## config.mk

```make
export PLATFORM = sky130hd
export DESIGN_NAME = fold_delay_line
export DESIGN_NICKNAME = d
export VERILOG_FILES = /design/src/verilog/fir_pkg.sv /design/src/verilog/fold_delay_line.sv
export SDC_FILE = /design/constraint.sdc
export NUM_CORES = 1
export LEC_CHECK = 0
export BUFFER_PORTS_ARGS = -buffer_cell sky130_fd_sc_hd__buf_2
export CAP_MARGIN = 20
export CORE_MARGIN = 4
export CORE_UTILIZATION = 65
export DETAILED_ROUTE_END_ITERATION = 16
export PLACE_DENSITY = 0.86
export SETUP_SLACK_MARGIN = 0.2
export SYNTH_ARGS = -nofsm -noshare
export SYNTH_HDL_FRONTEND = slang
export SYNTH_SLANG_ARGS = --single-unit
export TNS_END_PERCENT = 5
```

## constraint.sdc

```tcl
create_clock -name clk -period 17.4 [get_ports clk]
set_input_delay 2.61 -clock clk [delete_from_list [all_inputs] [get_ports clk]]
set_output_delay 2.61 -clock clk [all_outputs]
set_load 0.02 [all_outputs]
```

## src/verilog/fir_pkg.sv

```systemverilog
`default_nettype none

package fir_pkg;

  // filter geometry.
  localparam int NUM_TAPS  = 15;
  localparam int NUM_COEF  = 8;   // index 7 is the center tap.
  localparam int NUM_PAIRS = 7;   // mirrored taps folded by the pre-adder.

  // datapath widths, all unsigned.
  localparam int SAMPLE_W    = 20;
  localparam int COEF_W      = 16;
  localparam int PAIR_W      = 21;  // one carry bit above a sample.
  localparam int PROD_W      = 37;  // PAIR_W + COEF_W.
  localparam int ACC_W       = 40;  // eight products need three more bits.
  localparam int COEF_ADDR_W = 3;

  // cycles from in_valid to out_valid.
  // one for the shift, one for the pre-add, one each for product and sum.
  localparam int LATENCY = 3;

  typedef logic [SAMPLE_W-1:0]    sample_t;
  typedef logic [COEF_W-1:0]      coef_t;
  typedef logic [COEF_ADDR_W-1:0] coef_addr_t;

  // folded pair sum, or the center sample zero extended.
  typedef logic [PAIR_W-1:0]      pair_t;

  typedef logic [PROD_W-1:0]      prod_t;
  typedef logic [ACC_W-1:0]       acc_t;

endpackage

`default_nettype wire
```

## src/verilog/fold_delay_line.sv

```systemverilog
`timescale 1ns/100ps
`default_nettype none

module fold_delay_line (
  input  logic              clk,
  input  logic              rst_n,
  input  logic              in_valid,
  input  fir_pkg::sample_t  in_data,
  output logic              pair_valid,
  output fir_pkg::pair_t    pair_sums [fir_pkg::NUM_COEF]
);

  // tap 0 holds the newest sample, tap 14 the oldest.
  fir_pkg::sample_t taps [fir_pkg::NUM_TAPS];

  // high for one cycle after the taps moved.
  logic shifted;

  // the line only moves on a strobe, so samples survive gaps in the stream.
  always_ff @(posedge clk) begin
    if (!rst_n) begin
      for (int k = 0; k < fir_pkg::NUM_TAPS; k++) begin
        taps[k] <= '0;
      end
    end else if (in_valid) begin
      taps[0] <= in_data;
      for (int k = 1; k < fir_pkg::NUM_TAPS; k++) begin
        taps[k] <= taps[k-1];
      end
    end
  end

  always_ff @(posedge clk) begin
    if (!rst_n) begin
      shifted    <= 1'b0;
      pair_valid <= 1'b0;
    end else begin
      shifted    <= in_valid;
      pair_valid <= shifted;  // sums below land on the same edge.
    end
  end

  // pre-adder, folds tap k with its mirror tap 14-k.
  always_ff @(posedge clk) begin
    if (!rst_n) begin
      for (int k = 0; k < fir_pkg::NUM_COEF; k++) begin
        pair_sums[k] <= '0;
      end
    end else if (shifted) begin
      for (int k = 0; k < fir_pkg::NUM_PAIRS; k++) begin
        pair_sums[k] <= fir_pkg::pair_t'(taps[k])
                      + fir_pkg::pair_t'(taps[fir_pkg::NUM_TAPS-1-k]);
      end
      // center tap has no partner.
      pair_sums[fir_pkg::NUM_PAIRS] <= fir_pkg::pair_t'(taps[fir_pkg::NUM_PAIRS]);
    end
  end

endmodule

`default_nettype wire

```

==> results_dict.tcl <==
set metrics [dict create \
    globalplace.congestion 0.929 \
    min_period_ns 5.74 \
    path_clk_slew_ns 0.06 \
    leakagePower_nw 11.8 \
    place_ws_ns 11.09 \
    tns_ns 0 \
    antenna_found_initial 3 \
    num_vias 17512 \
    rsz0062_at_grt "false" \
    power_mw 2.82 \
    cts_resized 0 \
    worst-setup-path-type "input pin to flop" \
    path_cells "buf_4 -> nand2b_4 -> buf_4 -> buf_4" \
    p_clk_share_pct 38.9 \
    cp.arrival_ns 5.93 \
    worst_r2r_path_depth 9 \
    power_frac_seq_pct 47.2 \
    async_reset_ff_share_pct 0 \
    cts_tree "built" \
    num_rows 68 \
    cts_sinks 469 \
    crit_path_start_kind "input pin" \
    ys.flop_type "edfxtp_1" \
    drt-pass1-iter-count 5 \
    switchingPower_mw 0.749 \
    worst_pin_slew_ns 1.03 \
    cts_setup_buffers 0 \
    port_buffers 190 \
    crit_start "in_valid" \
    wl_per_cell_um 22.5 \
    worst_slack_ns 11.66 \
    netlist_instances 2099 \
    drt_iter0_markers 1836 \
    antenna_left 0 \
    fp.dieW_um 197 \
    r2r-start "taps[0][0]" \
    fmax_mhz 174 \
    pwr-share-comb_pct 14.0 \
    slew_headroom_pct 31.7 \
    swShare_pct 26.6 \
    cp_max_fo 103 \
    slew_violations 0 \
    totalWireLength_um 61400 \
    syn-num-nets 2269 \
    cap_violations 0 \
    internal-power_mw 2.07 \
    ctsHoldBuffers 0 \
    viasPerCell 6.41 \
    die_y_um 197 \
    cts-buffers-inserted 48 \
    ys_ff_latch 469 \
    synth-edff-count 300 \
    grt_first_pass_wirelength_um 93900 \
    critPathRequiredTime_ns 17.59 \
    clkLatencyLatePin_ns 0.58 \
    h-tree-depth 2 \
    reg2reg_slack_ns 14.20 \
    vdd_ir_drop_max_v 0.0000876 \
    status "finished clean" \
    dp_hpwl_um 42600 \
    powerDensity_mw_per_mm2 108 \
    initial_core_util_pct 66.5 \
    hp-class "flop to flop" \
    hold_violations 0 \
    yosysWarnings 0 \
    grt_max_degree 230 \
    grt_overflow 0 \
    grt_pass1_vias 16586 \
    grt_usage_pct 30.9 \
    die_area_mm2 0.0388 \
    drive_above_1_share_pct 13.4 \
    worstSetupEndpointType "flop" \
    regToRegEndpoint "pair_sums[161]" \
    max_stage_delay_ns 0.86 \
    cts.path.max_buffers 3 \
    slowest_stage "nand2b_4" \
    area_delta_synth_final_pct 12.4 \
    fp.coreArea_mm2 0.0349 \
    period_share_pct 33.0 \
    syn_area_per_cell_um2 11.1 \
    crit_top_cell "buf_4" \
    syn-cell-area_mm2 0.0232 \
    finClkSkew_ns 0.0147 \
    ys_seq_area_share_pct 53.4 \
    drcViolationCount 0 \
    fin_nets 2409 \
    final-setup-viol-count 0 \
    ys_types 78 \
    cts_root_buf "clkbuf_16" \
    boundaryPins 192 \
    crit_end "taps[0][54]" \
]
[through the flow]
step           hold slack (ns)  utilization [%]  area [um^2]  instances
6_report                 0.450             74.8        26100       2733
5_1_grt                  0.472             74.8        26100       2732
4_1_cts                  0.453             74.8        26100       2732
3_5_place_dp             0.439             70.0        24400       2644
3_3_place_gp             0.429             70.0        24400       2644
2_1_floorplan            0.474                -        23200       2099
[kinds of logic after synthesis]
kind of cell	Yosys count	share of synthesized area, %
and+or+nand+nor	699	16.2
AOI/OAI and AO/OA	473	13.3
other	1	0.0162
adders and majority gates	147	8.15
muxes	70	3.02
DFF	469	53.4
xor gates and xnor gates	92	3.47
buffers and inverters	148	2.47
[cells in the mapped netlist (4+ instances only)]
cell / n / share of area, %
or3_1: 12 / 0.32
nand4b_1: 4 / 0.15
or2_2: 4 / 0.11
buf_2: 6 / 0.13
nor3_1: 18 / 0.39
dfxtp_1: 169 / 15
o21ai_1: 17 / 0.37
o21ai_0: 117 / 2.5
xor2_1: 40 / 1.5
edfxtp_1: 300 / 39
xnor2_1: 52 / 2.0
fa_1: 7 / 0.60
nand3_1: 36 / 0.78
nor2b_1: 6 / 0.16
a31oi_1: 14 / 0.38
o21bai_1: 17 / 0.55
a32o_1: 4 / 0.17
and3_1: 214 / 5.8
a21boi_0: 4 / 0.13
nand2_1: 95 / 1.5
o31ai_1: 6 / 0.19
o21a_1: 19 / 0.61
o211ai_1: 19 / 0.61
a211oi_1: 43 / 1.4
inv_1: 37 / 0.60
a221oi_1: 10 / 0.38
ha_1: 140 / 7.5
buf_1: 5 / 0.081
a21o_1: 39 / 1.3
nand4_1: 12 / 0.32
nand2b_1: 8 / 0.22
nor3b_1: 10 / 0.32
and2_1: 108 / 2.9
mux2i_1: 69 / 3.0
o211a_1: 5 / 0.22
nor2_1: 150 / 2.4
clkbuf_1: 98 / 1.6
a21oi_1: 112 / 2.4
[cell usage in the layout (no fill, tap or decap), types with 40 or more instances in the layout]
| cell | synthesis | final |
|---|---|---|
| a211oi_1 | 43 | 43 |
| a21oi_1 | 112 | 112 |
| and2_1 | 108 | 108 |
| and3_1 | 214 | 214 |
| buf_2 | 6 | 188 |
| clkbuf_16 | 0 | 49 |
| dfxtp_1 | 169 | 168 |
| edfxtp_1 | 300 | 300 |
| ha_1 | 140 | 140 |
| mux2i_1 | 69 | 69 |
| nand2_1 | 95 | 94 |
| nor2_1 | 150 | 149 |
| o21ai_0 | 117 | 117 |
| xnor2_1 | 52 | 52 |
| xor2_1 | 40 | 40 |
[worst min-delay path by stage]
| stage | slack (ns) | depth (start not counted) | start | to |
|---|---|---|---|---|
| after CTS | 0.45 | 2 | pair_sums[82] | pair_sums[82] |
| after floorplan | 0.47 | 2 | taps[0][140] | pair_sums[0] |
| after global routing | 0.47 | 2 | pair_sums[93] | pair_sums[93] |
| after global placement | 0.43 | 2 | pair_sums[81] | pair_sums[81] |
| after detailed placement | 0.44 | 2 | pair_sums[82] | pair_sums[82] |
| final | 0.45 | 2 | pair_sums[123] | pair_sums[123] |
[layout make-up]
| class | count | area, um^2 |
|---|---|---|
| diodes | 1 | 2.50 |
| clock buffers | 65 | 1330 |
| clock inverters | 23 | 327 |
| fillers | 2391 | 8800 |
| inverters | 37 | 140 |
| multi-input cells | 1482 | 10300 |
| flip-flops and latches | 469 | 12400 |
| well taps | 455 | 569 |
| repair buffers | 201 | 1050 |
[per-layer routing]
metal / global-route usage [%] / part of all wire [%]
met1: 46.2 / 44
met2: 46.8 / 44
met3: 4.32 / 8.2
met4: 10.5 / 3.3
met5: 1.73 / 0.17
[state kept, by name (all words and copies together), names as in the netlist]
register    cells
shifted         1
taps          300
pair_valid      1
pair_sums     167
[critical path, delay by kind of cell]
kind,cells,cell delay [ns]
simple gates,1,0.86
buf+inv,3,2.29
[power groups by stage]
stage / clock network, mW / logic [mW] / registers [mW]
2_1_floorplan: 0 / 0.252 / 1.36
3_3_place_gp: 0 / 0.377 / 1.35
3_5_place_dp: 0 / 0.387 / 1.35
4_1_cts: 1.10 / 0.391 / 1.33
5_1_grt: 1.15 / 0.430 / 1.33
6_report: 1.09 / 0.393 / 1.33
Note: power is estimated with default switching activity, not from simulation.
