<file path="src/verilog/fir_pkg.sv">
`default_nettype none

package fir_pkg;

  // filter geometry.
  localparam int NUM_TAPS  = 15;
  localparam int NUM_COEF  = 8;   // index 7 is the center tap.
  localparam int NUM_PAIRS = 7;   // mirrored taps folded by the pre-adder.

  // datapath widths, all unsigned.
  localparam int SAMPLE_W    = 20;
  localparam int COEF_W      = 16;
  localparam int PAIR_W      = 21;  // one carry bit above a sample.
  localparam int PROD_W      = 37;  // PAIR_W + COEF_W.
  localparam int ACC_W       = 40;  // eight products need three more bits.
  localparam int COEF_ADDR_W = 3;

  // cycles from in_valid to out_valid.
  // one for the shift, one for the pre-add, one each for product and sum.
  localparam int LATENCY = 3;

  typedef logic [SAMPLE_W-1:0]    sample_t;
  typedef logic [COEF_W-1:0]      coef_t;
  typedef logic [COEF_ADDR_W-1:0] coef_addr_t;

  // folded pair sum, or the center sample zero extended.
  typedef logic [PAIR_W-1:0]      pair_t;

  typedef logic [PROD_W-1:0]      prod_t;
  typedef logic [ACC_W-1:0]       acc_t;

endpackage

`default_nettype wire
</file>
<file path="src/verilog/coef_bank.sv">
`timescale 1ns/100ps
`default_nettype none

module coef_bank (
  input  logic                 clk,
  input  logic                 rst_n,
  input  logic                 coef_wr,
  input  fir_pkg::coef_addr_t  coef_addr,
  input  fir_pkg::coef_t       coef_data,
  output fir_pkg::coef_t       coefs [fir_pkg::NUM_COEF]
);

  // one-hot write enables, one per coefficient register.
  logic [fir_pkg::NUM_COEF-1:0] wr_sel;

  for (genvar k = 0; k < fir_pkg::NUM_COEF; k++) begin : g_coef

    assign wr_sel[k] = coef_wr && (coef_addr == fir_pkg::coef_addr_t'(k));

    // value is visible to the MAC from the cycle after the write.
    always_ff @(posedge clk) begin
      if (!rst_n) begin
        coefs[k] <= '0;  // a cleared bank gives a zero output.
      end else if (wr_sel[k]) begin
        coefs[k] <= coef_data;
      end
    end

  end

endmodule

`default_nettype wire

</file>
<file path="config.mk">
export PLATFORM = sky130hd
export DESIGN_NAME = coef_bank
export DESIGN_NICKNAME = d
export VERILOG_FILES = /design/src/verilog/fir_pkg.sv /design/src/verilog/coef_bank.sv
export SDC_FILE = /design/constraint.sdc
export NUM_CORES = 1
export LEC_CHECK = 0
export BUFFER_PORTS_ARGS = -buffer_cell sky130_fd_sc_hd__buf_2
export CAP_MARGIN = 0
export CORE_MARGIN = 2
export CORE_UTILIZATION = 50
export CTS_CLUSTER_DIAMETER = 120
export DETAILED_ROUTE_END_ITERATION = 10
export PLACE_DENSITY = 0.83
export SYNTH_ARGS = -nofsm -noshare
export SYNTH_HDL_FRONTEND = slang
export SYNTH_SLANG_ARGS = --single-unit
</file>
<file path="constraint.sdc">
create_clock -name clk -period 1.4 [get_ports clk]
set_input_delay 0.21 -clock clk [delete_from_list [all_inputs] [get_ports clk]]
set_output_delay 0.21 -clock clk [all_outputs]
set_load 0.05 [all_outputs]
</file>
==> results of run 1 <==
==> logic make-up after synthesis <==
| group | after synthesis |
|---|---|
| buffers and inverters | 31 |
| DFF | 128 |
| muxes | 128 |
| and+or+nand+nor | 152 |
==> layout make-up <==
type,count,area share
tap,111,0.0225
clock buffer,20,0.0721
timing repair buffer,170,0.157
sequential,128,0.415
clock inverter,12,0.0259
multi-input combinational,280,0.308
==> layout by cell type, fill, tap and decap left out <==
cell type,instances
nand2_1,144
clkbuf_16,16
clkinv_4,6
nand4_2,1
clkbuf_8,3
buf_4,17
bufinv_16,3
nand4b_1,3
clkinv_2,2
mux2i_1,128
buf_12,5
or4b_1,1
clkinvlp_4,1
clkbuf_1,1
nand4bb_1,2
buf_2,148
and4bb_2,1
dfxtp_1,128
==> metrics by stage <==
| step | setup WS (ns) | hold slack, ns |
|---|---|---|
| CTS | 0.0343 | 0.0560 |
| global route | 0.0169 | 0.0767 |
| finish | 0.0577 | 0.0765 |
| floorplan | 0.137 | 0.488 |
| global placement | 0.0521 | 0.439 |
| detailed placement | 0.0225 | 0.448 |
==> power groups by stage <==
stage	registers, uW	logic, uW	clock network [uW]
after floorplan	4120	242	0
after global placement	3840	737	0
after detailed placement	3840	750	0
after CTS	3770	752	4450
after global routing	3770	791	4620
final	3770	749	4400
==> how the worst max path moves through the flow <==
stage / slack [ns] / to / cells after the start
4_1_cts: 0.03 / coefs[35] / 1
6_report: 0.06 / coefs[59] / 1
3_5_place_dp: 0.02 / coefs[119] / 4
3_3_place_gp: 0.05 / coefs[119] / 4
2_1_floorplan: 0.14 / coefs[117] / 4
5_1_grt: 0.02 / coefs[124] / 1
==> layer usage <==
layer | part of all wire | vias to the layer above | wire length (microns)
met2 | 0.48 | 111 | 5530
li1 | - | 1778 | -
met4 | 0.020 | 0 | 232
met3 | 0.047 | 23 | 542
met1 | 0.45 | 1748 | 5190
met5 | 0 | - | 0
==> results.py, run 1 <==
metrics = {
    "logic_synthesis": {
        "ys.flop_type": "dfxtp_1",
        "yosys.area.top_type": "dfxtp_1",
        "muxShareOfSynthArea": 0.277,
        "syn-num-nets": 461,
        "synth-adder-area-share": 0,
        "yosysTopAreaCellShare": 0.554,
        "synthCells": 439,
        "synthTopCellsByArea": "dfxtp_1 (55%), mux2i_1 (28%), nand2_1 (12%), buf_2 (1.4%), clkbuf_1 (0.89%)",
        "ys_ff_latch": 128,
        "yosysWarningCount": 0,
        "netlist_area_sq_um": 4630,
        "synth-edff-count": 0,
        "synthXorXnorAreaFrac": 0,
        "synth_top_family_by_area": "multiplexers",
        "synth_compound_gate_area_share": 0,
        "synth_most_common_cell": "nand2_1",
        "netlist-cell-type-count": 14,
        "synth_commonest_cells": "nand2_1 (144), dfxtp_1 (128), mux2i_1 (128), buf_2 (13), clkbuf_1 (11)",
        "yosys.area_share.simple": 0.135,
        "synth_seq_area_share": 0.554,
        "ys_async_sr_fraction": 0,
        "syn_area_per_cell_sq_um": 10.5,
    },
    "sta": {
        "drv_slew": 0,
        "fin_crit_sh": 0.959,
        "tns_ns": 0,
        "hold_violations": 0,
        "worst_clock_skew_ns": 0,
        "worstMarginPinSlew_ns": 0.394,
        "fmaxAchievable_mhz": 745,
        "slew_headroom": 0.737,
        "rsz0062_at_grt": "false",
        "setup_viol": 0,
        "post-route-min-period_ns": 1.34,
    },
    "power_and_ir_drop": {
        "leakage_uw": 0.00349,
        "p_seq_frac": 0.423,
        "combPwrFrac": 0.084,
        "peakVddDrop_uv": 749,
        "finalPower_uw": 8920,
        "switching_power_uw": 2170,
        "power_frac_clock": 0.493,
        "internal_power_uw": 6740,
        "p_per_area_nw_per_um2": 1440,
        "p_sw_frac": 0.244,
    },
    "drt": {
        "drc": 0,
        "wl_per_cell_microns": 16.0,
        "routed_wl_mm": 11.5,
        "drt_iter0_markers": 104,
        "drt-vias-per-instance": 5.08,
        "ant_nets": 0,
        "drtPass1Iterations": 4,
        "num_vias": 3660,
    },
    "critical_path": {
        "critPathBufInv": 1,
        "required_ns": 1.19,
        "reg2reg_slack_ns": 0.73,
        "r2r_cells": 2,
        "worst_path_max_delay_cell": "dfxtp_1",
        "timing.rr.start": "coefs[0]",
        "endpoint_kind": "output pin",
        "r2r_end": "coefs[0]",
        "slowest_delay_ns": 0.36,
        "crit_type": "flop to output pin",
        "worst_setup_path_start_kind": "flop",
        "cp_max_fo": 2,
        "crit_path_cell_trace": "buf_2",
        "cp_top_family": "flip-flops",
        "worstPathArrival_ns": 1.13,
        "crit_path_start": "coefs[59]",
    },
    "outcome": {
        "outcome": "completed",
    },
    "placement": {
        "port_buffers": 149,
        "dp.cells": 689,
        "dp_hpwl_mm": 8.19,
        "dpl-instance-area_sq_um": 5580,
        "gp_congestion": 0.829,
    },
    "min_path": {
        "holdCritPathClass": "input pin to flop",
        "min_delay_worst_endpoint": "coefs[24]",
        "worstHoldStart": "rst_n",
        "holdPathStages": 3,
    },
    "global_routing": {
        "grt_first_pass_wirelength_mm": 18.2,
        "grtUsageMet1": 0.298,
        "grt_use_total": 0.233,
        "grtUsageMet2": 0.377,
        "grt.overflow.total": 0,
        "grt_max_degree": 36,
        "antenna_found_initial": 0,
        "grt_pass1_vias": 3628,
        "grt_util_met3": 0.0606,
        "busiest_layer": "met2",
    },
    "cts": {
        "cts.htree.levels": 4,
        "cts_root_buf": "clkbuf_8",
        "cts_num_sinks": 128,
        "hold_buffers": 0,
        "cts_buffers": 17,
        "clk_latency_ns": 0.50,
        "cts_tree": "yes",
        "clkTransAtPathRegs_ns": 0.06,
        "cts_resized": 0,
        "cts_setup_buffers": 0,
        "clockBufferDepth": 2,
    },
    "layout": {
        "area_growth_pct": 33.5,
        "seq_area_sq_um": 2560,
        "insertedDiodeCount": 0,
        "largest_reg_flops": 128,
        "fin_nets": 619,
        "top_regs": "coefs: 128 flops",
        "fin_cells": 721,
        "multiInputGateArea_sq_um": 1910,
        "utilization": 0.679,
        "layout-drive-gt1-share": 0.333,
        "regMostFlops": "coefs",
        "final_cell_area_sq_um": 6180,
        "fillers": 726,
    },
    "floorplan": {
        "row_count": 35,
        "die_x_microns": 100,
        "initial_core_util": 0.508,
        "die_area_sq_um": 10000,
        "die_y_microns": 100,
        "io_pins": 150,
        "coreArea_sq_um": 9110,
    },
    "job": {
        "drv_cap": 0,
    },
}
Note: power is estimated with default switching activity, not from simulation.
==> run 2, diff against run 1 <==
- CTS_CLUSTER_SIZE: not set -> 16
- clock period: 1.4 -> 1.6 ns (I/O delays scaled with it)
==> run 2 against run 1 <==
Effect of this change:
- sequential share of layout area is 0.64 points higher
- global-route usage is 0.48 points lower
- clock power is 15% lower
- worst hold slack better by 0.033 ns
- clock-buffer cell count is 3 lower
- critical path type unchanged
- largest cell class unchanged
- highest routed layer unchanged
==> results.py, run 2 (same netlist as run 1, synthesis figures left out) <==
metrics = {
    "layout": {
        "mostFrequentLayoutCells": "buf_2 (148), nand2_1 (144), mux2i_1 (128), dfxtp_1 (128), clkbuf_16 (16)",
        "fin_nets": 611,
        "layout-drive-gt1-share": 0.324,
        "regMostFlops": "coefs",
        "area_growth_pct": 31.5,
        "top_regs": "coefs: 128 flops",
        "fillers": 761,
        "largest_reg_flops": 128,
        "final_common_cell": "buf_2",
    },
    "sta": {
        "slew_headroom": 0.726,
        "tns_ns": 0,
        "drv_slew": 0,
        "setup_ws_ns": 0.218,
        "rsz0062_at_grt": "false",
        "worst_clock_skew_ns": 0,
        "setup_viol": 0,
        "post-route-min-period_ns": 1.38,
        "worstMarginPinSlew_ns": 0.410,
        "fin_crit_sh": 0.864,
        "fmaxAchievable_mhz": 723,
        "hold_violations": 0,
    },
    "floorplan": {
        "io_pins": 150,
        "coreArea_sq_um": 9110,
        "die_y_microns": 100,
        "row_count": 35,
        "die_x_microns": 100,
        "initial_core_util": 0.508,
        "die_area_sq_um": 10000,
    },
    "critical_path": {
        "r2r_end": "coefs[95]",
        "cp_top_family": "flip-flops",
        "r2r_cells": 2,
        "crit_path_cell_trace": "buf_2",
        "crit_type": "flop to output pin",
        "reg2reg_slack_ns": 0.91,
        "cp_max_fo": 2,
        "worst_path_max_delay_cell": "dfxtp_1",
        "worst_setup_path_start_kind": "flop",
        "endpoint_kind": "output pin",
        "critPathBufInv": 1,
        "slowest_delay_ns": 0.36,
        "timing.rr.start": "coefs[95]",
        "required_ns": 1.36,
        "worstPathArrival_ns": 1.14,
    },
    "cts": {
        "cts_buffers": 17,
        "clk_latency_ns": 0.50,
        "cts_resized": 0,
        "cts_setup_buffers": 0,
        "clkTransAtPathRegs_ns": 0.06,
        "clockBufferDepth": 2,
        "cts.htree.levels": 4,
        "cts_tree": "yes",
        "cts_num_sinks": 128,
        "cts_root_buf": "clkbuf_8",
        "hold_buffers": 0,
    },
    "global_routing": {
        "grt.overflow.total": 0,
        "grtUsageMet2": 0.369,
        "grt_pass1_vias": 3557,
        "grt_first_pass_wirelength_mm": 17.8,
        "grt_util_met3": 0.0724,
        "antenna_found_initial": 1,
        "grt_use_total": 0.228,
        "grt_max_degree": 51,
        "grtUsageMet1": 0.289,
        "busiest_layer": "met2",
    },
    "drt": {
        "num_vias": 3580,
        "drt_iter0_markers": 117,
        "wl_per_cell_microns": 16.0,
        "drt-vias-per-instance": 5.02,
        "ant_nets": 0,
        "routed_wl_mm": 11.4,
        "drc": 0,
        "drtPass1Iterations": 4,
    },
    "power_and_ir_drop": {
        "p_per_area_nw_per_um2": 1260,
        "peakVddDrop_uv": 783,
        "leakage_uw": 0.00343,
    },
    "min_path": {
        "holdCritPathClass": "input pin to flop",
        "holdPathStages": 3,
        "min_delay_worst_endpoint": "coefs[113]",
        "worstHoldStart": "rst_n",
    },
    "job": {
        "drv_cap": 0,
    },
    "placement": {
        "port_buffers": 149,
        "dp_hpwl_mm": 7.98,
        "dp_slack_ns": 0.150,
        "gp_congestion": 0.779,
    },
    "outcome": {
        "outcome": "completed",
    },
}
## run 2: changes by cell type in the layout (fill, tap and decap cells not counted), sizes merged
cell,before,now
inv,0,1
clkbuf,20,17
clkinvlp,1,3
diode,0,1
buf,170,162
clkinv,8,7
## run 2: layer usage
layer / share of wire / up-vias
li1: - / 1752
met1: 0.45 / 1708
met2: 0.49 / 112
met3: 0.051 / 8
met4: 0.0089 / 0
met5: 0 / -
## run 2: area by class of cell
class,count,area [sq um],share of cell area
Sequential cell,128,2560,0.421
Clock buffer,17,414,0.0680
Tap cell,111,139,0.0228
Clock inverter,14,168,0.0275
Multi-Input combinational cell,280,1910,0.313
Antenna cell,1,2.50,0.000411
Timing Repair Buffer,162,896,0.147
## run 2: where the power goes
part	internal (uW)	switching (uW)	total [uW]
Combinational	167	475	642
Clock	2360	1390	3750
Sequential	3260	36.1	3300
## run 2: worst max path at each step
stage / to / slack [ns] / depth (start not counted) / start
after CTS: coefs[95] / 0.20 / 1 / coefs[95]
after global placement: coefs[119] / 0.18 / 4 / coef_addr[1]
after global routing: coefs[29] / 0.17 / 1 / coefs[29]
after floorplan: coefs[117] / 0.31 / 4 / coef_addr[1]
after detailed placement: coefs[127] / 0.15 / 4 / coef_addr[1]
final: coefs[95] / 0.22 / 1 / coefs[95]
## run 2: through the flow
stage	instances	instance area, sq um	util	hold WS, ns	total power, uW
global route	713	6090	0.668	0.0953	7940
detailed placement	681	5500	0.604	0.445	4000
global placement	681	5500	0.604	0.440	3990
finish	713	6090	0.668	0.109	7690
CTS	712	6080	0.668	0.0876	7750
floorplan	439	4630	-	0.518	3820
